<file path="config.mk">
export PLATFORM = sky130hd
export DESIGN_NAME = synthBlock
export DESIGN_NICKNAME = d
export VERILOG_FILES = /design/src/synthPkg.sv /design/src/noteIf.sv /design/src/bitTimer.sv /design/src/midiRx.sv /design/src/midiParser.sv /design/src/toneOsc.sv /design/src/i2sTx.sv /design/src/synthBlock.sv
export VERILOG_INCLUDE_DIRS = /design/src /design/src/src
export SDC_FILE = /design/constraint.sdc
export NUM_CORES = 1
export LEC_CHECK = 0
export BUFFER_PORTS_ARGS = -buffer_cell sky130_fd_sc_hd__buf_2
export CORE_ASPECT_RATIO = 0.6
export CORE_UTILIZATION = 61
export CTS_CLUSTER_SIZE = 30
export DETAILED_ROUTE_END_ITERATION = 10
export MAX_ROUTING_LAYER = met4
export PLACE_DENSITY = 0.85
export SLEW_MARGIN = 20
export SYNTH_ARGS = -nofsm -noshare
export SYNTH_HDL_FRONTEND = slang
export SYNTH_SLANG_ARGS = --single-unit
</file>
<file path="constraint.sdc">
create_clock -name iCLK -period 3.2 [get_ports iCLK]
set_input_delay 0.32 -clock iCLK [delete_from_list [all_inputs] [get_ports iCLK]]
set_output_delay 0.32 -clock iCLK [all_outputs]
set_load 0.1 [all_outputs]
</file>
<file path="src/synth_params.svh">
// Build constants for the MIDI tone generator
// SYN_BAUD_DIV is scaled down for simulation; use 3200 on real hardware
// SYN_BCLK_DIV must stay at 2 or above so BCLK has a full high and low phase
`ifndef SYNTH_PARAMS_SVH
`define SYNTH_PARAMS_SVH

// UART bit period in iCLK cycles
`define SYN_BAUD_DIV 16

// BCLK half period in iCLK cycles
`define SYN_BCLK_DIV 2

// Audio word width on the I2S line
`define SYN_SAMPLE_W 16

// Velocity to amplitude scaling
`define SYN_AMP_SHIFT 8

// Half period of the lowest tone, in samples
`define SYN_TONE_BASE 2

`endif

</file>
<file path="src/synthPkg.sv">
// Shared types for the tone generator
// Sample width follows SYN_SAMPLE_W from the params header
`include "synth_params.svh"

package synthPkg;

	//------------------------------------------------------------
	// Parser
	//------------------------------------------------------------
	typedef enum logic [1:0]
	{
		IDLE      = 2'd0,
		WAIT_NOTE = 2'd1,
		WAIT_VEL  = 2'd2
	} parseStateT;

	//------------------------------------------------------------
	// Note event fields
	//------------------------------------------------------------
	// MIDI data bytes carry 7 bits
	typedef logic [6:0] noteNumT;
	typedef logic [6:0] velocityT;

	// Two's complement audio sample
	typedef logic signed [`SYN_SAMPLE_W-1:0] sampleT;

endpackage

</file>
<file path="src/noteIf.sv">
// Note event from parser to oscillator
// Fields are only meaningful in the cycle evt is high, no back-pressure
`timescale 1ns/10ps

interface noteIf import synthPkg::*; ();

	// One-cycle event strobe
	logic     evt;
	// High for note-on, low for note-off
	logic     gateOn;
	noteNumT  note;
	velocityT velocity;

	// Parser side
	modport src (output evt, output gateOn, output note, output velocity);

	// Oscillator side
	modport dst (input evt, input gateOn, input note, input velocity);

endinterface

</file>
<file path="src/bitTimer.sv">
// Free-running tick divider
// divide must be 2 or more; restart puts the next tick half a period away
`timescale 1ns/10ps

module bitTimer #(
	parameter int divide = 16
)(
	input  logic iCLK,
	input  logic rstN,
	input  logic restart,
	output logic tick
);

	localparam int cntW = (divide > 2) ? $clog2(divide) : 1;

	logic [cntW-1:0] cnt;

	// Down counter, tick issued the cycle after it hits zero
	always_ff @(posedge iCLK)
	begin
		if (!rstN)
		begin
			cnt  <= cntW'(divide - 1);
			tick <= 1'b0;
		end
		else if (restart)
		begin
			// Half period, used for mid-bit sampling
			cnt  <= cntW'(divide / 2 - 1);
			tick <= 1'b0;
		end
		else if (cnt == '0)
		begin
			cnt  <= cntW'(divide - 1);
			tick <= 1'b1;
		end
		else
		begin
			cnt  <= cnt - 1'b1;
			tick <= 1'b0;
		end
	end

	// Tick is a strobe, never a level
	assert property (@(posedge iCLK) disable iff (!rstN) tick |=> !tick);

endmodule

</file>
<file path="src/midiRx.sv">
// MIDI UART receiver, 8N1, LSB first
// Relies on baudTick from an external bitTimer restarted by baudSync
// Bytes with a low stop bit are dropped silently
`timescale 1ns/10ps

module midiRx (
	input  logic       iCLK,
	input  logic       rstN,
	input  logic       iMIDI,
	input  logic       baudTick,
	output logic       baudSync,
	output logic [7:0] rxByte,
	output logic       rxValid
);

	logic [1:0] midiSync;
	logic       midiPrev;
	logic       rxIn;
	logic       startEdge;
	logic       busy;
	logic [3:0] bitCnt;
	logic [7:0] shiftReg;
	logic       byteDone;

	//------------------------------------------------------------
	// Input sync and start edge
	//------------------------------------------------------------
	assign rxIn      = midiSync[1];
	assign startEdge = midiPrev && !rxIn;
	// Realign the bit timer on the start bit edge
	assign baudSync  = startEdge && !busy;

	// Bit 0 is start, 1..8 data, 9 stop
	always_ff @(posedge iCLK)
	begin
		if (!rstN)
		begin
			// Idle line is high
			midiSync <= 2'b11;
			midiPrev <= 1'b1;
			busy     <= 1'b0;
			bitCnt   <= 4'd0;
			rxValid  <= 1'b0;
		end
		else
		begin
			midiSync <= {midiSync[0], iMIDI};
			midiPrev <= rxIn;
			rxValid  <= 1'b0;
			if (baudSync)
			begin
				busy   <= 1'b1;
				bitCnt <= 4'd0;
			end
			else if (busy && baudTick)
			begin
				bitCnt <= bitCnt + 4'd1;
				// Glitch on the start bit, back to idle
				if (bitCnt == 4'd0 && rxIn)
					busy <= 1'b0;
				if (bitCnt == 4'd9)
				begin
					busy    <= 1'b0;
					rxValid <= rxIn;
				end
			end
		end
	end

	//------------------------------------------------------------
	// Data path
	//------------------------------------------------------------
	assign byteDone = busy && baudTick && (bitCnt == 4'd9) && rxIn;

	always_ff @(posedge iCLK)
	begin
		// LSB arrives first, shift right
		if (busy && baudTick && bitCnt >= 4'd1 && bitCnt <= 4'd8)
			shiftReg <= {rxIn, shiftReg[7:1]};
		if (byteDone)
			rxByte <= shiftReg;
	end

	assert property (@(posedge iCLK) disable iff (!rstN) rxValid |=> !rxValid);

endmodule

</file>
<file path="src/midiParser.sv">
// Note-on / note-off parser, omni mode
// No running status; system and controller messages fall back to IDLE
`timescale 1ns/10ps

module midiParser import synthPkg::*; (
	input  logic       iCLK,
	input  logic       rstN,
	input  logic [7:0] rxByte,
	input  logic       rxValid,
	noteIf.src         ev
);

	parseStateT state;
	noteNumT    noteReg;
	logic       isNoteOn;
	logic       isStatus;
	logic       isNoteMsg;

	assign isStatus  = rxByte[7];
	// 8x note-off, 9x note-on, channel nibble ignored
	assign isNoteMsg = (rxByte[7:4] == 4'h8) || (rxByte[7:4] == 4'h9);

	//------------------------------------------------------------
	// Message FSM
	//------------------------------------------------------------
	always_ff @(posedge iCLK)
	begin
		if (!rstN)
		begin
			state  <= IDLE;
			ev.evt <= 1'b0;
		end
		else
		begin
			ev.evt <= 1'b0;
			if (rxValid)
			begin
				// Status byte always restarts parsing
				if (isStatus)
					state <= isNoteMsg ? WAIT_NOTE : IDLE;
				else
				begin
					case (state)
						WAIT_NOTE: state <= WAIT_VEL;
						WAIT_VEL:
						begin
							state  <= IDLE;
							ev.evt <= 1'b1;
						end
						default: state <= IDLE;
					endcase
				end
			end
		end
	end

	// Message fields
	always_ff @(posedge iCLK)
	begin
		if (rxValid && isStatus && isNoteMsg)
			isNoteOn <= rxByte[4];
		if (rxValid && !isStatus && state == WAIT_NOTE)
			noteReg <= rxByte[6:0];
		if (rxValid && !isStatus && state == WAIT_VEL)
		begin
			ev.note     <= noteReg;
			ev.velocity <= rxByte[6:0];
			// Velocity 0 on 9x is a note-off
			ev.gateOn   <= isNoteOn && (rxByte[6:0] != 7'd0);
		end
	end

	assert property (@(posedge iCLK) disable iff (!rstN)
		state inside {IDLE, WAIT_NOTE, WAIT_VEL});

endmodule

</file>
<file path="src/toneOsc.sv">
// Monophonic square-wave oscillator
// Half period is (note + SYN_TONE_BASE) samples; output is silent with gate off
`timescale 1ns/10ps
`include "synth_params.svh"

module toneOsc import synthPkg::*; (
	input  logic iCLK,
	input  logic rstN,
	noteIf.dst   ev,
	input  logic sampleReq,
	output sampleT sample
);

	logic     gate;
	logic     polarity;
	noteNumT  heldNote;
	velocityT heldVel;
	logic [7:0] halfCnt;
	logic [7:0] halfLimit;
	sampleT   amp;

	assign halfLimit = {1'b0, heldNote} + 8'(`SYN_TONE_BASE);
	assign amp       = sampleT'(heldVel) <<< `SYN_AMP_SHIFT;

	//------------------------------------------------------------
	// Note state
	//------------------------------------------------------------
	always_ff @(posedge iCLK)
	begin
		if (!rstN)
			gate <= 1'b0;
		else if (ev.evt)
		begin
			if (ev.gateOn)
				gate <= 1'b1;
			// Only the held note can release the gate
			else if (ev.note == heldNote)
				gate <= 1'b0;
		end
	end

	always_ff @(posedge iCLK)
	begin
		if (ev.evt && ev.gateOn)
		begin
			heldNote <= ev.note;
			heldVel  <= ev.velocity;
		end
	end

	//------------------------------------------------------------
	// Waveform, one step per sample request
	//------------------------------------------------------------
	always_ff @(posedge iCLK)
	begin
		if (!rstN)
		begin
			halfCnt  <= 8'd0;
			polarity <= 1'b0;
			sample   <= '0;
		end
		else if (sampleReq)
		begin
			// >= covers a switch to a shorter period mid-cycle
			if (halfCnt >= halfLimit - 8'd1)
			begin
				halfCnt  <= 8'd0;
				polarity <= !polarity;
			end
			else
				halfCnt <= halfCnt + 8'd1;
			if (!gate)
				sample <= '0;
			else
				sample <= polarity ? -amp : amp;
		end
	end

endmodule

</file>
<file path="src/i2sTx.sv">
// I2S transmitter, 32 BCLK per frame, 16-bit left then right slot
// Same sample goes out in both slots; MSB lags LRCLK by one BCLK
`timescale 1ns/10ps

module i2sTx import synthPkg::*; (
	input  logic   iCLK,
	input  logic   rstN,
	input  logic   bclkTick,
	input  sampleT sample,
	output logic   sampleReq,
	output logic   oI2S_BCLK,
	output logic   oI2S_LRCLK,
	output logic   oI2S_SDATA
);

	logic       bclk;
	logic       lrclk;
	logic       sdata;
	logic       fallEdge;
	logic [4:0] bitCnt;
	logic [4:0] nextCnt;
	logic [3:0] dataIdx;
	sampleT     frameSample;

	// Everything moves on the falling BCLK edge
	assign fallEdge = bclkTick && bclk;
	assign nextCnt  = bitCnt + 5'd1;
	// One-bit delay, wraps so slot position 0 carries the previous LSB
	assign dataIdx  = nextCnt[3:0] - 4'd1;

	//------------------------------------------------------------
	// Frame counter and serialiser
	//------------------------------------------------------------
	always_ff @(posedge iCLK)
	begin
		if (!rstN)
		begin
			bclk        <= 1'b0;
			lrclk       <= 1'b0;
			sdata       <= 1'b0;
			bitCnt      <= 5'd31;
			sampleReq   <= 1'b0;
			frameSample <= '0;
		end
		else
		begin
			sampleReq <= 1'b0;
			if (bclkTick)
				bclk <= !bclk;
			if (fallEdge)
			begin
				bitCnt <= nextCnt;
				// Low half of the frame is the left slot
				lrclk  <= nextCnt[4];
				sdata  <= frameSample[4'd15 - dataIdx];
				if (nextCnt == 5'd0)
				begin
					frameSample <= sample;
					sampleReq   <= 1'b1;
				end
			end
		end
	end

	assign oI2S_BCLK  = bclk;
	assign oI2S_LRCLK = lrclk;
	assign oI2S_SDATA = sdata;

	// Sample requests only at the left slot start
	assert property (@(posedge iCLK) disable iff (!rstN)
		sampleReq |-> (bitCnt == 5'd0) && !lrclk && !bclk);

endmodule

</file>
<file path="src/synthBlock.sv">
// MIDI tone generator top, single clock domain
// Byte stream is exported on oMidiRd / oMidiVd for debug
`timescale 1ns/10ps
`include "synth_params.svh"

module synthBlock import synthPkg::*; (
	input  logic       iCLK,
	input  logic       rstN,
	input  logic       iMIDI,
	output logic       oI2S_BCLK,
	output logic       oI2S_LRCLK,
	output logic       oI2S_SDATA,
	output logic [7:0] oMidiRd,
	output logic       oMidiVd
);

	logic       baudTick;
	logic       baudSync;
	logic       bclkTick;
	logic [7:0] rxByte;
	logic       rxValid;
	logic       sampleReq;
	sampleT     sample;

	noteIf noteEv ();

	//------------------------------------------------------------
	// MIDI receive and parse
	//------------------------------------------------------------
	bitTimer #(.divide(`SYN_BAUD_DIV)) baudTimer (
		.iCLK(iCLK), .rstN(rstN), .restart(baudSync), .tick(baudTick)
	);

	midiRx midiRx_inst (
		.iCLK(iCLK), .rstN(rstN), .iMIDI(iMIDI),
		.baudTick(baudTick), .baudSync(baudSync),
		.rxByte(rxByte), .rxValid(rxValid)
	);

	assign oMidiRd = rxByte;
	assign oMidiVd = rxValid;

	midiParser midiParser_inst (
		.iCLK(iCLK), .rstN(rstN), .rxByte(rxByte), .rxValid(rxValid), .ev(noteEv)
	);

	//------------------------------------------------------------
	// Tone and I2S output
	//------------------------------------------------------------
	toneOsc toneOsc_inst (
		.iCLK(iCLK), .rstN(rstN), .ev(noteEv), .sampleReq(sampleReq), .sample(sample)
	);

	// BCLK runs free
	bitTimer #(.divide(`SYN_BCLK_DIV)) bclkTimer (
		.iCLK(iCLK), .rstN(rstN), .restart(1'b0), .tick(bclkTick)
	);

	i2sTx i2sTx_inst (
		.iCLK(iCLK), .rstN(rstN), .bclkTick(bclkTick),
		.sample(sample), .sampleReq(sampleReq),
		.oI2S_BCLK(oI2S_BCLK), .oI2S_LRCLK(oI2S_LRCLK), .oI2S_SDATA(oI2S_SDATA)
	);

endmodule

</file>
==> PnR_summary.wiki <==
{| class="wikitable"
! Metric !! Value
|-
| Run status || completed
|-
| Number of enable-type register cells in the synthesized netlist || 53
|-
| Initial DRT Pass Iterations || 4
|-
| Fin crit share || 70.94%
|-
| Actual transition at the worst max-transition pin || approximately 0.85 ns
|-
| Post-Place Cells || 460
|-
| Slowest stage delay, CP || 0.44 ns
|-
| Total power consumption of the routed design || 2.677 mW
|-
| Area of placed instances || ~4500 µm²
|-
| Clock tree from TritonCTS || built
|-
| Top cell family by delay on the critical path || simple AND/OR/NAND/NOR gates
|-
| Final Wtd Congestion || around 0.80
|-
| Number of slew-limit violations in the final report || 0
|-
| Tightest Hold Check Type || in2reg
|-
| Global-route wire length before repair || about 12 mm
|-
| Die area || 7577 µm²
|-
| # Post-CTS Setup Buffers || 0
|-
| Capturing element type of the critical path || flop
|-
| Commonest non-fill, non-tap cell in the layout || dfxtp_1
|-
| Clock transition time at the flip-flop clock pins of the worst setup and hold paths || about 0.07 ns
|-
| Async set-or-reset flop fraction in the synthesized netlist || 0%
|-
| Vias in the first global route || 2571
|-
| Clock sink total || 107
|-
| Net count of the finished layout || a little over 400
|-
| Worst setup SP type || flop
|-
| Post-Route WL || 7.329 mm
|-
| Clock latency on the worst-skew pair || 0.35 ns
|-
| Dominant synthesized flop cell || dfxtp_1
|-
| Chip Height || 67.83 µm
|-
| Setup total negative slack || 0 ns
|-
| Clock Tree Root || clkbuf_16
|-
| Cell Count, Final, Fillers Out || between 400 and 500
|-
| Final global-route overflow total || 0
|-
| Number of register bits inferred by synthesis || between 100 and 150
|-
| Req. time, crit path || 3.48 ns
|-
| Combined global-route utilization of all metal layers || 22.68%
|-
| CTS buffer count || 9
|-
| Critical register-to-register path startpoint || toneOsc_inst.heldNote[0]
|-
| Standby leakage power || 1.752 nW
|-
| IO Count || 15
|-
| Core utilization of the finished layout || 71.40%
|-
| Cell type with the largest total area after synthesis || edfxtp_1
|-
| Number of diodes added for antenna fixing || 0
|-
| Count of warnings emitted by yosys || 0
|-
| Filler Cells Inserted || 465
|-
| Post-cts resize count || 0
|-
| Row Count || 23
|-
| Routed WL per cell || 15.40 µm
|-
| Hold Vio Cnt, Final || 0
|-
| Most used cell along the critical path || a21oi_1
|-
| Setup Skew || 0.009930 ns
|-
| Fraction of final layout cells with drive strength greater than 1 || 10.03%
|-
| Area growth from synthesis to layout || 10.54%
|-
| Detailed Route Iter0 Violations || 96
|-
| Deepest clock path buffer count || 2
|-
| Max VDD drop || ~0.44 mV
|-
| Critical path startpoint || toneOsc_inst.heldNote[0]
|-
| Horizontal extent of the die || 111.7 µm
|-
| Detailed-placement wirelength estimate || a little over 5 mm
|-
| I/O Buffers || 14
|-
| Area share of the leading cell type in the synthesized netlist || 36.13%
|-
| PD cells || 549.7 nW/µm²
|-
| Type of the worst setup path || reg2reg
|-
| Post-Synthesis Mean Instance Area || 12.00 µm²
|-
| Antenna violations before repair || 0
|-
| Sequential cell area fraction in the yosys report || approximately three fifths
|-
| Maxcap violations || 0
|-
| Worst Min Path Start || iMIDI
|-
| R2R setup slack || 0.93 ns
|-
| Number of antenna-violating nets in the routed design || 0
|-
| Total standard cell area after synthesis || 4405 µm²
|-
| Via count || 2686
|-
| Number of levels in the clock H-tree || 3
|-
| Initial standard-cell utilization of the core || 64.59%
|-
| Arrival time at the worst endpoint || ~2.6 ns
|-
| Leading cell types in the layout, fill and taps excluded || dfxtp_1, edfxtp_1, nand2_1
|-
| Slew HR || 42.73%
|-
| Largest cells by area after synthesis || edfxtp_1, dfxtp_1, ha_1, xnor2_1, xor2_1
|-
| DRC violations left || 0
|-
| Final critical delay including setup and external delays || 2.270 ns
|-
| Register area || ~2700 µm²
|-
| Number of setup violations in the final report || 0
|-
| Finished Cell Area || around 5000 µm²
|-
| Fmax achieved || 0.4405 GHz
|-
| Core region area || about 6800 µm²
|-
| Maximum fanout encountered on the critical timing path || 8
|-
| Count of mapped cells out of synthesis || around 370
|-
| Area of the multi-input gates || 1639 µm²
|-
| Number of hold buffers added after CTS || 0
|-
| Post-synth cell types || 45
|-
| Maximum number of pins on one net before global-route repair || 43
|-
| Synthesized netlist net count || 387
|-
| Vias per Instance || around 5.6
|-
| Ordered list of cells on the worst path || and3_1 -> nand3_1 -> or2_2 -> ha_1 -> a21oi_1 -> o22ai_1 -> a21oi_1 -> nand2_1 -> nor2_1
|-
| Crit path max-delay cell type || edfxtp_1
|-
| Setup repair after global routing missed its margin || false
|-
| Buffers plus inverters on the worst setup path || 0
|}
## synthesized netlist by cell type, drive strengths merged (2+ instances only)
cell type / n
dfxtp: 54
edfxtp: 53
nand2: 32
nor2: 25
nor2b: 19
xnor2: 18
ha: 17
nand3: 16
xor2: 15
a21oi: 13
mux2i: 10
o21ai: 10
and2: 9
inv: 9
a21boi: 8
nor3: 7
nand4: 6
buf: 5
clkbuf: 5
nand2b: 4
o21a: 4
a22oi: 2
a311oi: 2
and3: 2
and4: 2
mux4: 2
nor4: 2
nor4bb: 2
o2bb2ai: 2
or2: 2
## state kept, by name, indices dropped and copies added, names as in the netlist, 2 cells and up
name and flops:
baudTimer.cnt 4, toneOsc_inst.sample 8, midiParser_inst.ev.velocity 7, midiParser_inst.state 2, midiRx_inst.bitCnt 4, toneOsc_inst.heldNote 7
toneOsc_inst.halfCnt 8, i2sTx_inst.bitCnt 5, midiRx_inst.shiftReg 8, midiParser_inst.ev.note 7, midiParser_inst.noteReg 7, midiRx_inst.rxByte 8
toneOsc_inst.heldVel 7, i2sTx_inst.frameSample 8, midiRx_inst.midiSync 2
## path summary, 6_finish.rpt
check | to | depth (start not counted)
setup / recovery | toneOsc_inst.halfCnt[6] | 9
hold / removal | midiRx_inst.midiSync[0] | 2
setup reg to reg | toneOsc_inst.halfCnt[6] | 9
hold reg to reg | bclkTimer.cnt | 1
## per-stage QoR
stage / hold slack, ns / worst slack [ns]
after floorplan: 0.3667 / 0.1404
after global placement: 0.3736 / 1.068
after detailed placement: 0.3803 / 0.9499
after CTS: 0.1468 / 0.9185
after global routing: 0.1528 / 0.7113
final: 0.1593 / 0.9299
## cell families after synthesis
| kind of cell | synth area share [%] |
|---|---|
| AOI/OAI and AO/OA | 7.044 |
| xor gates and xnor gates | 6.561 |
| DFF | 60.66 |
| adders and majority gates | 4.828 |
| muxes | 3.721 |
| buffers and inverters | 2.272 |
| and+or+nand+nor | 14.91 |
## layout make-up
class / instances / share of cell area, %
Clock buffer: 9 / 4.625
Multi-Input combinational cell: 240 / 33.66
Tap cell: 87 / 2.235
Sequential cell: 107 / 54.88
Timing Repair Buffer: 16 / 1.747
Inverter: 10 / 0.7708
Clock inverter: 7 / 2.081
## per-layer routing
metal / vias to the layer above / track usage, % / part of all wire (%)
met5: - / - / 0
met4: 0 / 10.81 / 2.1
met3: 16 / 6.732 / 4.8
met2: 59 / 34.86 / 45
met1: 1277 / 28.15 / 48
li1: 1334 / - / -
## where the power goes
group,switching [mW],internal (mW)
Sequential,0.0102,1.43
Clock,0.538,0.637
Combinational,0.0372,0.0215
Note: power is estimated with default switching activity, not from simulation.
